## src/hdl/blocfifo_pkg.sv

```systemverilog
// block FIFO shared types, read opcodes and the two-segment profile table
`default_nettype none

package blocfifo_pkg;

  localparam int SEGMENT_QTY = 2;  // segments per profile, fixed

  typedef enum logic [1:0] {
    RD_IDLE    = 2'd0,  // no read this cycle
    RD_STEP    = 2'd1,  // one word out of the block
    RD_RESTART = 2'd2,  // back to start of first segment
    RD_DROP    = 2'd3   // free the current block now
  } rd_op_e;

  typedef enum logic {
    PROF_LINEAR = 1'b0,  // lower half up, then upper half up
    PROF_FOLD   = 1'b1   // upper half down, then lower half up
  } prof_sel_e;

  typedef struct packed {
    logic valid;  // word carried by this beat
    logic sop;    // first word of block
    logic eop;    // last word, or drop marker when valid low
  } rd_beat_t;

  function automatic int segm_start(int block_len, prof_sel_e prof, int segm);
    if (prof == PROF_FOLD) begin
      return (segm == 0) ? block_len - 1 : 0;  // top word first
    end
    return (segm == 0) ? 0 : block_len / 2;
  endfunction

  function automatic int segm_end(int block_len, prof_sel_e prof, int segm);
    if (prof == PROF_FOLD) begin
      return (segm == 0) ? block_len / 2 : block_len / 2 - 1;
    end
    return (segm == 0) ? block_len / 2 - 1 : block_len - 1;
  endfunction

  function automatic int segm_step(int block_len, prof_sel_e prof, int segm);
    if (prof == PROF_FOLD && segm == 0 && block_len > 1) begin
      return -1;  // descending upper half
    end
    return 1;
  endfunction

endpackage

`default_nettype wire
```

## src/hdl/blocfifo_top.sv

```systemverilog
// block FIFO top, write sequencer, read decode and execute, output stage and block memory
`timescale 1ns/1ns
`default_nettype none

module blocfifo_top #(
  parameter int DATA_WIDTH = 8,   // word width, same on both sides
  parameter int BLOCK_LEN  = 16,  // words per block, even
  parameter int BLOCK_QTY  = 4    // blocks in the ring
) (
  input  wire logic                        clk_rd,        // single clock
  input  wire logic                        rst_n,         // async, active low
  input  wire logic                        din_restart,   // drop partial write block
  input  wire logic                        din_valid,     // input word present
  input  wire logic [DATA_WIDTH-1:0]       din_data,
  input  wire blocfifo_pkg::prof_sel_e     prof_sel,      // read order profile
  input  wire logic                        dout_drop,     // free block being read
  input  wire logic                        dout_restart,  // reread current block
  input  wire logic                        dout_request,  // one word wanted
  output logic                             din_ready,
  output logic                             bloc_full,
  output logic                             bloc_empty,
  output logic                             overflow,      // write while not ready
  output logic                             underflow,     // request while empty
  output logic                             dout_sop,
  output logic                             dout_eop,
  output logic                             dout_valid,
  output logic [DATA_WIDTH-1:0]            dout_data,
  output logic [$clog2(BLOCK_LEN)-1:0]     dout_index
);

  import blocfifo_pkg::*;

  localparam int DEPTH  = BLOCK_LEN * BLOCK_QTY;  // total words stored
  localparam int ADDR_W = $clog2(DEPTH);

  logic              mem_wr_en;
  logic [ADDR_W-1:0] mem_wr_addr;
  logic [ADDR_W-1:0] mem_rd_addr;
  logic [DATA_WIDTH-1:0] mem_rd_data;
  logic              bloc_done;  // write side finished a block
  logic              bloc_free;  // read side released a block
  rd_op_e            rd_op;      // one read action per cycle
  rd_beat_t          beat;       // beat flags, memory address cycle

  blocfifo_wr_ctrl #(.BLOCK_LEN(BLOCK_LEN), .BLOCK_QTY(BLOCK_QTY)) u_wr_ctrl (
    .clk_rd(clk_rd), .rst_n(rst_n), .din_restart(din_restart), .din_valid(din_valid),
    .din_ready(din_ready), .mem_wr_en(mem_wr_en), .mem_wr_addr(mem_wr_addr),
    .bloc_done(bloc_done));

  blocfifo_rd_decode #(.BLOCK_QTY(BLOCK_QTY)) u_rd_decode (
    .clk_rd(clk_rd), .rst_n(rst_n), .din_valid(din_valid), .bloc_done(bloc_done),
    .bloc_free(bloc_free), .dout_drop(dout_drop), .dout_restart(dout_restart),
    .dout_request(dout_request), .rd_op(rd_op), .din_ready(din_ready),
    .bloc_full(bloc_full), .bloc_empty(bloc_empty), .overflow(overflow),
    .underflow(underflow));

  blocfifo_segm_exec #(.BLOCK_LEN(BLOCK_LEN), .BLOCK_QTY(BLOCK_QTY)) u_segm_exec (
    .clk_rd(clk_rd), .rst_n(rst_n), .rd_op(rd_op), .prof_sel(prof_sel),
    .mem_rd_addr(mem_rd_addr), .beat(beat), .bloc_free(bloc_free));

  blocfifo_rd_result #(.DATA_WIDTH(DATA_WIDTH), .BLOCK_LEN(BLOCK_LEN)) u_rd_result (
    .clk_rd(clk_rd), .rst_n(rst_n), .beat(beat), .mem_rd_data(mem_rd_data),
    .dout_valid(dout_valid), .dout_sop(dout_sop), .dout_eop(dout_eop),
    .dout_data(dout_data), .dout_index(dout_index));

  blocfifo_ram #(.DATA_WIDTH(DATA_WIDTH), .DEPTH(DEPTH)) u_ram (
    .clk_rd(clk_rd), .wr_en(mem_wr_en), .wr_addr(mem_wr_addr), .wr_data(din_data),
    .rd_addr(mem_rd_addr), .rd_data(mem_rd_data));

endmodule

`default_nettype wire

```

## src/hdl/blocfifo_rd_result.sv

```systemverilog
// block FIFO output stage, aligns beat flags with memory latency and counts the word index
`timescale 1ns/1ns
`default_nettype none

module blocfifo_rd_result #(
  parameter int DATA_WIDTH = 8,   // word width
  parameter int BLOCK_LEN  = 16   // words per block
) (
  input  wire logic                      clk_rd,
  input  wire logic                      rst_n,
  input  wire blocfifo_pkg::rd_beat_t    beat,         // address cycle flags
  input  wire logic [DATA_WIDTH-1:0]     mem_rd_data,  // one cycle after address
  output logic                           dout_valid,
  output logic                           dout_sop,
  output logic                           dout_eop,
  output logic [DATA_WIDTH-1:0]          dout_data,
  output logic [$clog2(BLOCK_LEN)-1:0]   dout_index
);

  import blocfifo_pkg::*;

  rd_beat_t beat_d;  // lines up with mem_rd_data

  always_ff @(posedge clk_rd or negedge rst_n) begin
    if (!rst_n) begin
      beat_d     <= '0;
      dout_valid <= 1'b0;
      dout_sop   <= 1'b0;
      dout_eop   <= 1'b0;
      dout_index <= '0;
    end else begin
      beat_d     <= beat;
      dout_valid <= beat_d.valid;
      dout_sop   <= beat_d.sop;
      dout_eop   <= beat_d.eop;
      if (beat_d.sop || dout_eop) begin
        dout_index <= '0;  // new block or reread
      end else if (dout_valid) begin
        dout_index <= dout_index + 1'b1;
      end
    end
  end

  always_ff @(posedge clk_rd) begin
    if (beat_d.valid) begin
      dout_data <= mem_rd_data;  // held between beats
    end
  end

  // only the eop beat may sit on the last index
  a_rd_index_range : assert property (@(posedge clk_rd) disable iff (!rst_n)
    dout_valid && !dout_eop |-> int'(dout_index) < BLOCK_LEN - 1);

endmodule

`default_nettype wire

```

## src/hdl/blocfifo_segm_exec.sv

```systemverilog
// block FIFO read execute, walks segments and offsets of the profile and the read block pointer
`timescale 1ns/1ns
`default_nettype none

module blocfifo_segm_exec #(
  parameter int BLOCK_LEN = 16,  // words per block
  parameter int BLOCK_QTY = 4    // blocks in the ring
) (
  input  wire logic                               clk_rd,
  input  wire logic                               rst_n,
  input  wire blocfifo_pkg::rd_op_e               rd_op,        // from decode
  input  wire blocfifo_pkg::prof_sel_e            prof_sel,     // live profile choice
  output logic [$clog2(BLOCK_LEN*BLOCK_QTY)-1:0]  mem_rd_addr,
  output blocfifo_pkg::rd_beat_t                  beat,         // flags of this read
  output logic                                    bloc_free     // block released
);

  import blocfifo_pkg::*;

  localparam int OFFS_W = $clog2(BLOCK_LEN);
  localparam int BLOC_W = (BLOCK_QTY > 1) ? $clog2(BLOCK_QTY) : 1;
  localparam int SEGM_W = (SEGMENT_QTY > 1) ? $clog2(SEGMENT_QTY) : 1;
  localparam int ADDR_W = $clog2(BLOCK_LEN * BLOCK_QTY);

  logic [SEGM_W-1:0] segm_q;    // segment of next read
  logic [OFFS_W-1:0] offs_q;    // offset of next read
  logic [BLOC_W-1:0] rd_bloc;   // block being read
  logic              at_start;  // next read opens the block
  logic [SEGM_W-1:0] cur_segm;
  logic [OFFS_W-1:0] cur_offs;
  logic              seg_last;  // offset at segment end
  logic              is_sop;
  logic              is_eop;
  logic              rd_step;
  logic              rd_drop;

  // block start follows prof_sel at the moment of the first read
  assign cur_segm = at_start ? '0 : segm_q;
  assign cur_offs = at_start ? OFFS_W'(segm_start(BLOCK_LEN, prof_sel, 0)) : offs_q;

  assign seg_last = (int'(cur_offs) == segm_end(BLOCK_LEN, prof_sel, int'(cur_segm)));
  assign is_eop   = seg_last & (int'(cur_segm) == SEGMENT_QTY - 1);
  assign is_sop   = (cur_segm == '0) &
                    (int'(cur_offs) == segm_start(BLOCK_LEN, prof_sel, 0));
  assign rd_step  = (rd_op == RD_STEP);
  assign rd_drop  = (rd_op == RD_DROP);

  assign bloc_free   = (rd_step & is_eop) | rd_drop;
  assign mem_rd_addr = ADDR_W'(rd_bloc) * ADDR_W'(BLOCK_LEN) + ADDR_W'(cur_offs);
  assign beat        = rd_beat_t'{valid: rd_step, sop: rd_step & is_sop,
                                  eop: (rd_step & is_eop) | rd_drop};  // drop marker

  always_ff @(posedge clk_rd or negedge rst_n) begin
    if (!rst_n) begin
      at_start <= 1'b1;
      segm_q   <= '0;
      offs_q   <= '0;
      rd_bloc  <= '0;
    end else if (bloc_free) begin
      at_start <= 1'b1;  // eop read or drop
      rd_bloc  <= (rd_bloc == BLOC_W'(BLOCK_QTY - 1)) ? '0 : rd_bloc + 1'b1;
    end else if (rd_op == RD_RESTART) begin
      at_start <= 1'b1;  // same block, first segment again
    end else if (rd_step) begin
      at_start <= 1'b0;
      if (seg_last) begin
        segm_q <= cur_segm + 1'b1;  // jump to next segment start
        offs_q <= OFFS_W'(segm_start(BLOCK_LEN, prof_sel, int'(cur_segm) + 1));
      end else begin
        segm_q <= cur_segm;
        offs_q <= cur_offs + OFFS_W'(segm_step(BLOCK_LEN, prof_sel, int'(cur_segm)));
      end
    end
  end

  // profile walk never steps the offset past either end of the block
  a_rd_offs_range : assert property (@(posedge clk_rd) disable iff (!rst_n)
    rd_step && !seg_last |->
      int'(cur_offs) + segm_step(BLOCK_LEN, prof_sel, int'(cur_segm)) >= 0 &&
      int'(cur_offs) + segm_step(BLOCK_LEN, prof_sel, int'(cur_segm)) < BLOCK_LEN);

endmodule

`default_nettype wire

```

## src/hdl/blocfifo_rd_decode.sv

```systemverilog
// block FIFO occupancy, status flags and per-cycle read opcode decode
`timescale 1ns/1ns
`default_nettype none

module blocfifo_rd_decode #(
  parameter int BLOCK_QTY = 4  // blocks in the ring
) (
  input  wire logic            clk_rd,
  input  wire logic            rst_n,
  input  wire logic            din_valid,     // for overflow detect
  input  wire logic            bloc_done,     // +1 block used
  input  wire logic            bloc_free,     // -1 block used
  input  wire logic            dout_drop,
  input  wire logic            dout_restart,
  input  wire logic            dout_request,
  output blocfifo_pkg::rd_op_e rd_op,
  output logic                 din_ready,
  output logic                 bloc_full,
  output logic                 bloc_empty,
  output logic                 overflow,
  output logic                 underflow
);

  import blocfifo_pkg::*;

  localparam int CNT_W = $clog2(BLOCK_QTY + 1);  // holds 0..BLOCK_QTY

  logic [CNT_W-1:0] used_cnt;  // complete blocks not yet freed

  assign din_ready  = (used_cnt < CNT_W'(BLOCK_QTY));
  assign bloc_full  = (used_cnt == CNT_W'(BLOCK_QTY));
  assign bloc_empty = (used_cnt == '0);

  // drop > restart > request, nothing while empty
  always_comb begin
    if (bloc_empty) begin
      rd_op = RD_IDLE;
    end else if (dout_drop) begin
      rd_op = RD_DROP;
    end else if (dout_restart) begin
      rd_op = RD_RESTART;
    end else if (dout_request) begin
      rd_op = RD_STEP;
    end else begin
      rd_op = RD_IDLE;
    end
  end

  always_ff @(posedge clk_rd or negedge rst_n) begin
    if (!rst_n) begin
      used_cnt <= '0;
    end else if (bloc_done != bloc_free) begin  // both at once cancel out
      used_cnt <= bloc_done ? used_cnt + 1'b1 : used_cnt - 1'b1;
    end
  end

  always_ff @(posedge clk_rd or negedge rst_n) begin
    if (!rst_n) begin
      overflow  <= 1'b0;
      underflow <= 1'b0;
    end else begin
      overflow  <= din_valid & ~din_ready;     // word refused
      underflow <= dout_request & bloc_empty;  // nothing to read
    end
  end

  // write side must not finish a block with the ring already full
  a_no_fill_full : assert property (@(posedge clk_rd) disable iff (!rst_n)
    bloc_done |-> !bloc_full);

  // read side must not free a block that was never written
  a_no_free_empty : assert property (@(posedge clk_rd) disable iff (!rst_n)
    bloc_free |-> !bloc_empty);

endmodule

`default_nettype wire

```

## src/hdl/blocfifo_wr_ctrl.sv

```systemverilog
// block FIFO write sequencer, word offset and write block pointer into the ring
`timescale 1ns/1ns
`default_nettype none

module blocfifo_wr_ctrl #(
  parameter int BLOCK_LEN = 16,  // words per block
  parameter int BLOCK_QTY = 4    // blocks in the ring
) (
  input  wire logic                                  clk_rd,
  input  wire logic                                  rst_n,
  input  wire logic                                  din_restart,  // abandon partial block
  input  wire logic                                  din_valid,
  input  wire logic                                  din_ready,    // from occupancy count
  output logic                                       mem_wr_en,
  output logic [$clog2(BLOCK_LEN*BLOCK_QTY)-1:0]     mem_wr_addr,
  output logic                                       bloc_done     // last word of block written
);

  localparam int OFFS_W = $clog2(BLOCK_LEN);
  localparam int BLOC_W = (BLOCK_QTY > 1) ? $clog2(BLOCK_QTY) : 1;
  localparam int ADDR_W = $clog2(BLOCK_LEN * BLOCK_QTY);

  logic [OFFS_W-1:0] wr_offs;    // word offset inside block
  logic [BLOC_W-1:0] wr_bloc;    // block being filled
  logic              last_word;  // offset at block end

  assign mem_wr_en   = din_valid & din_ready & ~din_restart;  // restart wins over the word
  assign last_word   = (wr_offs == OFFS_W'(BLOCK_LEN - 1));
  assign bloc_done   = mem_wr_en & last_word;
  assign mem_wr_addr = ADDR_W'(wr_bloc) * ADDR_W'(BLOCK_LEN) + ADDR_W'(wr_offs);

  always_ff @(posedge clk_rd or negedge rst_n) begin
    if (!rst_n) begin
      wr_offs <= '0;
      wr_bloc <= '0;
    end else if (din_restart) begin
      wr_offs <= '0;  // partial words are simply overwritten later
    end else if (mem_wr_en) begin
      if (last_word) begin
        wr_offs <= '0;
        // ring wrap, modulo block count
        wr_bloc <= (wr_bloc == BLOC_W'(BLOCK_QTY - 1)) ? '0 : wr_bloc + 1'b1;
      end else begin
        wr_offs <= wr_offs + 1'b1;
      end
    end
  end

  // offset wraps at the block end, so it never reaches BLOCK_LEN
  a_wr_wrap : assert property (@(posedge clk_rd) disable iff (!rst_n)
    bloc_done |=> (wr_offs == '0) && !bloc_done);

endmodule

`default_nettype wire

```

## src/hdl/blocfifo_ram.sv

```systemverilog
// block FIFO storage, simple dual-port memory with registered read
`timescale 1ns/1ns
`default_nettype none

module blocfifo_ram #(
  parameter int DATA_WIDTH = 8,   // word width
  parameter int DEPTH      = 64   // words in total
) (
  input  wire logic                       clk_rd,
  input  wire logic                       wr_en,
  input  wire logic [$clog2(DEPTH)-1:0]   wr_addr,
  input  wire logic [DATA_WIDTH-1:0]      wr_data,
  input  wire logic [$clog2(DEPTH)-1:0]   rd_addr,
  output logic [DATA_WIDTH-1:0]           rd_data   // valid one cycle after rd_addr
);

  logic [DATA_WIDTH-1:0] mem [DEPTH];  // block ring storage

  always_ff @(posedge clk_rd) begin
    if (wr_en) begin
      mem[wr_addr] <= wr_data;
    end
  end

  always_ff @(posedge clk_rd) begin
    rd_data <= mem[rd_addr];  // read every cycle, old data on collision
  end

endmodule

`default_nettype wire

```

## config.mk

```make
export PLATFORM = sky130hd
export DESIGN_NAME = blocfifo_top
export DESIGN_NICKNAME = d
export VERILOG_FILES = /design/src/hdl/blocfifo_pkg.sv /design/src/hdl/blocfifo_top.sv /design/src/hdl/blocfifo_rd_result.sv /design/src/hdl/blocfifo_segm_exec.sv /design/src/hdl/blocfifo_rd_decode.sv /design/src/hdl/blocfifo_wr_ctrl.sv /design/src/hdl/blocfifo_ram.sv
export SDC_FILE = /design/constraint.sdc
export NUM_CORES = 1
export LEC_CHECK = 0
export BUFFER_PORTS_ARGS = -buffer_cell sky130_fd_sc_hd__buf_2
export CELL_PAD_IN_SITES_DETAIL_PLACEMENT = 0
export CELL_PAD_IN_SITES_GLOBAL_PLACEMENT = 1
export CORE_MARGIN = 8
export CORE_UTILIZATION = 55
export CTS_BUF_LIST = sky130_fd_sc_hd__clkbuf_8
export CTS_CLUSTER_DIAMETER = 60
export DETAILED_ROUTE_END_ITERATION = 8
export GPL_ROUTABILITY_DRIVEN = 1
export HOLD_SLACK_MARGIN = 0.15
export PLACE_DENSITY = 0.79
export SLEW_MARGIN = 10
export SYNTH_ARGS = -nofsm -noshare
export SYNTH_HDL_FRONTEND = slang
export SYNTH_SLANG_ARGS = --single-unit
```

## constraint.sdc

```tcl
create_clock -name clk_rd -period 3.8 [get_ports clk_rd]
set_clock_uncertainty 0.15 [all_clocks]
set_input_delay 1.14 -clock clk_rd [delete_from_list [all_inputs] [get_ports clk_rd]]
set_output_delay 1.14 -clock clk_rd [all_outputs]
set_load 0.01 [all_outputs]
```

Word level (Yosys, flattened, before mapping)
Memories as Yosys holds them, arrays and structs flattened. A register that Yosys moved wholly into a read port is not among the register bits. Cells that the tools add are included.

Register bits: 37. Output and inout bits: 20. Bits in writable memories: 512. Memories: 1. Word-level logic and storage cells: 112. Input bits: 16.

Eq/ne operators: 10. Muxes and demuxes: 47. Add/sub/neg operators: 11. Reduce and logical (&&, ||, !) cells: 9. Bitwise logic cells: 16. Order comparisons: 1.

Memory list: u_ram.mem (depth 64, width 8, read ports 1, clocked after Yosys merged registers in 1, wr ports 1, line blocfifo_ram.sv:17) `logic [DATA_WIDTH-1:0] mem [DEPTH];`.

Operators by type and width (count): 32-bit 2-to-1 mux (3); 4-bit 2-to-1 mux (20); 5-bit by 32-bit equality test with 1-bit output (2); 32-bit logical NOT (1); 1-bit 2-to-1 mux (18); 6-bit by 4-bit adder with 6-bit output (2); 2-bit 2-to-1 mux (5); 1-bit bitwise AND (9); 4-bit by 1-bit adder with 4-bit output (second input constant) (2); 2-bit equality test (second input constant) (4); 1-bit inverter (6); 3-bit AND reduction (2); 2-bit by 1-bit adder with 2-bit output (second input constant) (2); 4-bit adder (1); 4-bit equality test (second input constant) (1); 2-bit nonzero test (2); 3-bit by 1-bit adder with 3-bit output (second input constant) (1); 3-bit equality test (second input constant) (1); 3-bit logical NOT (1); 3-bit less-than comparator (second input constant) (1); 3-bit 2-to-1 mux (1); 3-bit nonzero test (1); 3-bit by 1-bit subtractor with 3-bit output (second input constant) (1); 1-bit by 1-bit adder with 2-bit output (second input constant) (1); 6 further kinds (6).

Longest topological paths before layout
Depth after elaboration: 16. Gate-level depth with buffers: 14. Depth with buffers taken out: 12.

Hierarchy
From an unflattened synthesis, not the netlist that was laid out.

Cells, all modules: 1094. Area total of the unflattened synthesis: 21968.6 µm².

By module, submodules not included: blocfifo_ram (area an instance 20166.8 µm², instances 1, cells an instance 940, sequential area each 15534.9 µm²); blocfifo_segm_exec (area an instance 644.4 µm², instances 1, cells an instance 69, sequential area each 201.4 µm²); blocfifo_rd_result (area an instance 588.1 µm², instances 1, cells an instance 31, sequential area each 490.5 µm²); blocfifo_wr_ctrl (area an instance 311.5 µm², instances 1, cells an instance 30, sequential area each 150.1 µm²); blocfifo_rd_decode (area an instance 257.7 µm², instances 1, cells an instance 24, sequential area each 125.1 µm²).

Least setup slack after synthesis
Ideal clock, no wire load.

Path kind: input port to flip-flop. Start: in prof_sel. End: reg u_rd_decode.used_cnt[1]. Setup time: 0.128 ns. Data required time: 3.522 ns. Arrival: 3.610 ns. Path buffers: 2. Cell stages on the path: 13. Path slack: -0.087 ns. Path through: and2_1 -> buf_2 -> buf_2 -> nor2_2 -> inv_1 -> ha_1 -> nand2_1 -> nor3_2 -> ha_1 -> and3b_1 -> o21ai_1 -> xnor2_1 -> mux2_1.

Cells in the longest elaborated chain, start to end: 8. Elaborated cells on any way between the ends: 11. Those cells by class: eq/ne (2); mux (6); bitwise (3).

Ends and longest elaborated chain: start: declaration (line blocfifo_top.sv:15) `input wire blocfifo_pkg::prof_sel_e prof_sel,`; 4-bit 2-to-1 mux / 1-bit 2-to-1 mux (equally long branches) (line blocfifo_pkg.sv:27, blocfifo_pkg.sv:34); 32-bit 2-to-1 mux (line blocfifo_pkg.sv:30) `return (segm == 0) ? 0 : block_len / 2;`; 4-bit 2-to-1 mux (line blocfifo_segm_exec.sv:39) `assign cur_offs = at_start ? OFFS_W'(segm_start(BLOCK_LEN, prof_sel, 0)) : offs_q;`; 5-bit by 32-bit equality test with 1-bit output (*) (line blocfifo_segm_exec.sv:41) `assign seg_last = (int'(cur_offs) == segm_end(BLOCK_LEN, prof_sel, int'(cur_segm)));`; 1-bit bitwise AND (*) (line blocfifo_segm_exec.sv:42) `assign is_eop = seg_last & (int'(cur_segm) == SEGMENT_QTY - 1);`; 1-bit bitwise AND (*) (line blocfifo_segm_exec.sv:48) `assign bloc_free = (rd_step & is_eop) | rd_drop;`; 1-bit OR (*) (line blocfifo_segm_exec.sv:48); 1-bit != test (*) (line blocfifo_rd_decode.sv:52) `end else if (bloc_done != bloc_free) begin`; end signal: assignment (line blocfifo_rd_decode.sv:53) `used_cnt <= bloc_done ? used_cnt + 1'b1 : used_cnt - 1'b1;`; end: declaration (line blocfifo_rd_decode.sv:28) `logic [CNT_W-1:0] used_cnt;`.

Mark *: on every way between the ends. The rest lies on a longest branch, timed or not. A chain may end at the register's enable or synchronous reset.

Final worst setup path
Start: reg u_segm_exec.at_start. End: reg u_ram.rd_data[0] (read register of u_ram.mem).

Cells in the longest elaborated chain, start to end: 2.

Ends and longest elaborated chain: start: declaration (line blocfifo_segm_exec.sv:28) `logic at_start;`; start signal: assignment (line blocfifo_segm_exec.sv:55) `at_start <= 1'b1;`; start signal: assignment (line blocfifo_segm_exec.sv:60) `at_start <= 1'b1;`; start signal: assignment (line blocfifo_segm_exec.sv:63) `at_start <= 1'b1;`; 4-bit 2-to-1 mux (line blocfifo_segm_exec.sv:39); 6-bit by 4-bit adder with 6-bit output (line blocfifo_segm_exec.sv:49) `assign mem_rd_addr = ADDR_W'(rd_bloc) * ADDR_W'(BLOCK_LEN) + ADDR_W'(cur_offs);`; end: declaration (line blocfifo_ram.sv:14) `output logic [DATA_WIDTH-1:0] rd_data`.

No other way between the ends.

==> reports/results.txt <==
In this run the static leakage power is 8.765 nW. Dividing the synthesized area by the synthesized cell count gives 16.57 sq um. The synthesis-stage register bit count was 557; the global-route wire length before repair was 84730 um. The congestion estimate from routability-driven global placement came to 0.8853.

In this run the number of H-tree levels came out at 3. Number of antenna cells inserted: 0. In this run the worst path has a maximum fanout of 22.

The post-route fraction of the period consumed by the critical path was 89.30%. The run gives 0 as the count of yosys warnings during synthesis. In the synthesized netlist the dominant register cell turns out to be sky130_fd_sc_hd__edfxtp_1. Leaving out fill and tap cells, the most frequent cell in the layout is sky130_fd_sc_hd__edfxtp_1.

The element type at the critical path end is a flip-flop. The biggest area consumer among synthesized cells was sky130_fd_sc_hd__edfxtp_1. The run finished with clean final reports. For the starting DRC count in detailed routing, the log shows 1632. In this run the clock root is driven by a sky130_fd_sc_hd__clkbuf_8. After clock tree synthesis, the flow added hold-fix buffers numbering 0. Max-cap violations in this run came to 0. The number of enable-type register cells in the synthesized netlist is 520, and the post-CTS repair timing setup buffer count is 0. The logs give 4160 ps for the critical path data required time and 1559 for the final-stage net count. The unique cell type count in the Yosys netlist is 74, and the power density relative to cell area is 582.8 nW/um^2. The y dimension of the die came out at 219.3 um. Summed over all failing endpoints, the final setup total negative slack is 0 ps.

The net count after synthesis was 1400. Headroom to the max-slew limit came out at 38.99%. Once the floorplan was initialized, standard cells occupied 55.65% of the core. The critical path is of the flip-flop to flip-flop type. The die width is 219.3 um. The deepest clock path buffer count was 3; the total clock sinks was 557. The detail route stage leaves a number of antenna-violating nets equal to 0.

Sorting the synthesized cells by area gives the leading types as sky130_fd_sc_hd__edfxtp_1 (69%), sky130_fd_sc_hd__mux2i_1 (6.8%), sky130_fd_sc_hd__dfrtp_1 (3.1%), sky130_fd_sc_hd__mux4_2 (2.8%), sky130_fd_sc_hd__nor2_1 (1.4%). The die covers 48070 sq um. Across every metal layer, demand over resource in global routing totals 23.65%.

The via count of the routed design is 13.23k. VDD sags by at most 0.0004179 V. The final critical path time including I/O delays and setup came out at 3393 ps. Clock-pin slew was measured on the worst setup and hold paths at 70 ps. The share of the core filled with cells is 63.08%. The number of optimization iterations in the first detailed-route pass is 5, and the routed wirelength normalized by instance count is 26.50 um.

The estimated wirelength of the detail-placed design was 35840 um. The final count of pins violating max slew was 0; the synthesis-to-finish area growth was 13.35%. After global routing the overflow that remains totals 0.

Worst min-delay path class: flip-flop to flip-flop. The number of global-route vias before repair is 13.43k, and the initial antenna violation count is 0. The number of gates resized after CTS was 0. DRC violation count after routing: 0. The cell area that synthesis handed to floorplanning was 22720 sq um. Setup violations remaining at the end of the flow were counted as 0.

In this run the core area contains 74 standard-cell rows. Setup repair after global routing left no endpoint under its margin. The via count normalized by instance count was 6.212. For the pin with the worst max-slew slack, the measured transition is 915.2 ps. The I/O pin count is 36.

Of all flip-flops after synthesis, the portion carrying an async set or reset was 5.206%. The pin count of the biggest net entering global routing was 111. The synthesized design devotes to its leading area cell type 68.72% of total area. Counting the buffers created by CTS gives 87. For the part of the Yosys area used for sequential elements, the log shows 72.63%.

The run gives 3760 ps as the data arrival time of the critical path. The core region is 40830 sq um. The tools report the startpoint class of the critical path as a flip-flop.

Port buffering added 35 buffers. At the later pin of the worst-skew pair, clock insertion delay measures 680 ps. Synthesis handed over a netlist of 1371 instances. Static timing analysis puts the maximum clock frequency at 294.7 MHz. TritonCTS built the clock tree.

For this block, the routed nets add up to 56410 um of wire. Final hold violation count: 0. The post-route netlist has 20.35% of its cells at a drive strength greater than 1. The top cell types in the final layout, fill and taps aside, are sky130_fd_sc_hd__edfxtp_1 (520), sky130_fd_sc_hd__mux2i_1 (154), sky130_fd_sc_hd__buf_4 (111).
==> metal layers <==
layer	global-route usage, %	wire length, um	part of all wire, %	up-vias
met5	0	0	0	-
met4	8.074	1647	2.9	0
met3	4.667	4322	7.7	110
met2	38.27	27270	48	593
met1	31.96	23180	41	6712
li1	-	-	-	5811
==> Yosys cell counts, drive strengths merged, types with 7 or more instances <==
cell     number
nor2         89
buf          65
o22a          7
dfxtp         8
mux2i       154
o22ai        39
a211oi       29
nor2b        17
nand3b       10
o21ai        46
a211o        14
clkbuf       18
a32oi         7
a2111oi       7
ha           11
mux4         28
inv          13
edfxtp      520
o2111ai       7
dfrtp        28
nand2        47
or3          11
nor3         12
a221oi       23
a21oi        59
a21o          8
o221ai       19
==> where the power goes <==
part	internal, W	switching (W)
combinational	0.00120	0.00176
clock	0.00267	0.00228
sequential	0.00686	0.000243
==> path summary, 6_finish.rpt <==
path	start	endpoint	slack, ps	depth (start not counted)
min in group asynchronous	rst_n	u_wr_ctrl.wr_bloc[0]	350	1
max in group asynchronous	rst_n	u_segm_exec.offs_q[0]	2630	1
min	u_rd_result.beat_d[0]	u_rd_result.dout_eop	240	0
min reg2reg	u_rd_result.beat_d[0]	u_rd_result.dout_eop	240	0
max	u_segm_exec.at_start	u_ram.rd_data[0]	410	7
max reg2reg	u_segm_exec.at_start	u_ram.rd_data[0]	410	7
==> cell type report <==
cell class / instances / area (sq um)
clock buffer: 96 / 1321
fill: 2957 / 15080
multi-input combinational: 718 / 5663
clock inverter: 60 / 397.9
tap: 532 / 665.6
sequential: 557 / 16510
inverter: 13 / 48.80
timing repair buffer: 153 / 1149
==> worst max-delay path, stage by stage (launching register included) <==
cell and delay [ps]:
sky130_fd_sc_hd__dfstp_2 880, sky130_fd_sc_hd__buf_4 340, sky130_fd_sc_hd__nand3b_1 550, sky130_fd_sc_hd__buf_4 300, sky130_fd_sc_hd__nor2_1 60, sky130_fd_sc_hd__or3_1 370, sky130_fd_sc_hd__a31oi_1 450, sky130_fd_sc_hd__o2bb2ai_1 110
==> through the flow <==
step | std cells | worst slack (ps) | cell area, sq um | hold WS [ps] | total power (W)
final | 2129 | 406.8 | 25750 | 241.1 | 0.01501
after global routing | 2129 | 319.8 | 25750 | 253.2 | 0.01551
after global placement | 1973 | 161.6 | 24040 | 213.2 | 0.01013
after floorplan | 1371 | 25.75 | 22730 | 181.2 | 0.009218
after detailed placement | 1973 | 108.5 | 24040 | 224.7 | 0.01016
after CTS | 2129 | 481.3 | 25750 | 241.1 | 0.01508
==> state kept, by name (all words and copies together) (netlist names), 3 cells and up <==
name and count:
u_rd_result.dout_index 4, u_ram.rd_data 8, u_segm_exec.offs_q 4, u_wr_ctrl.wr_offs 4, u_ram.mem 512, u_rd_result.beat_d 3
u_rd_result.dout_data 8, u_rd_decode.used_cnt 3
==> cells by family (layout without fill, tap and decap cells) <==
logic type               Yosys count  count (layout)  share of synthesized area [%]
AO/OA/AOI/OAI                    293             293                          9.163
AND/OR/NAND/NOR                  214             214                          4.664
flip-flops                       557             557                          72.63
multiplexers                     186             186                          9.758
adder cells (fa/ha/maj)           13              13                         0.7819
XOR/XNOR                          12              12                         0.4626
buffers and inverters             96             322                          2.544
Power figures use the tool's default switching activity.
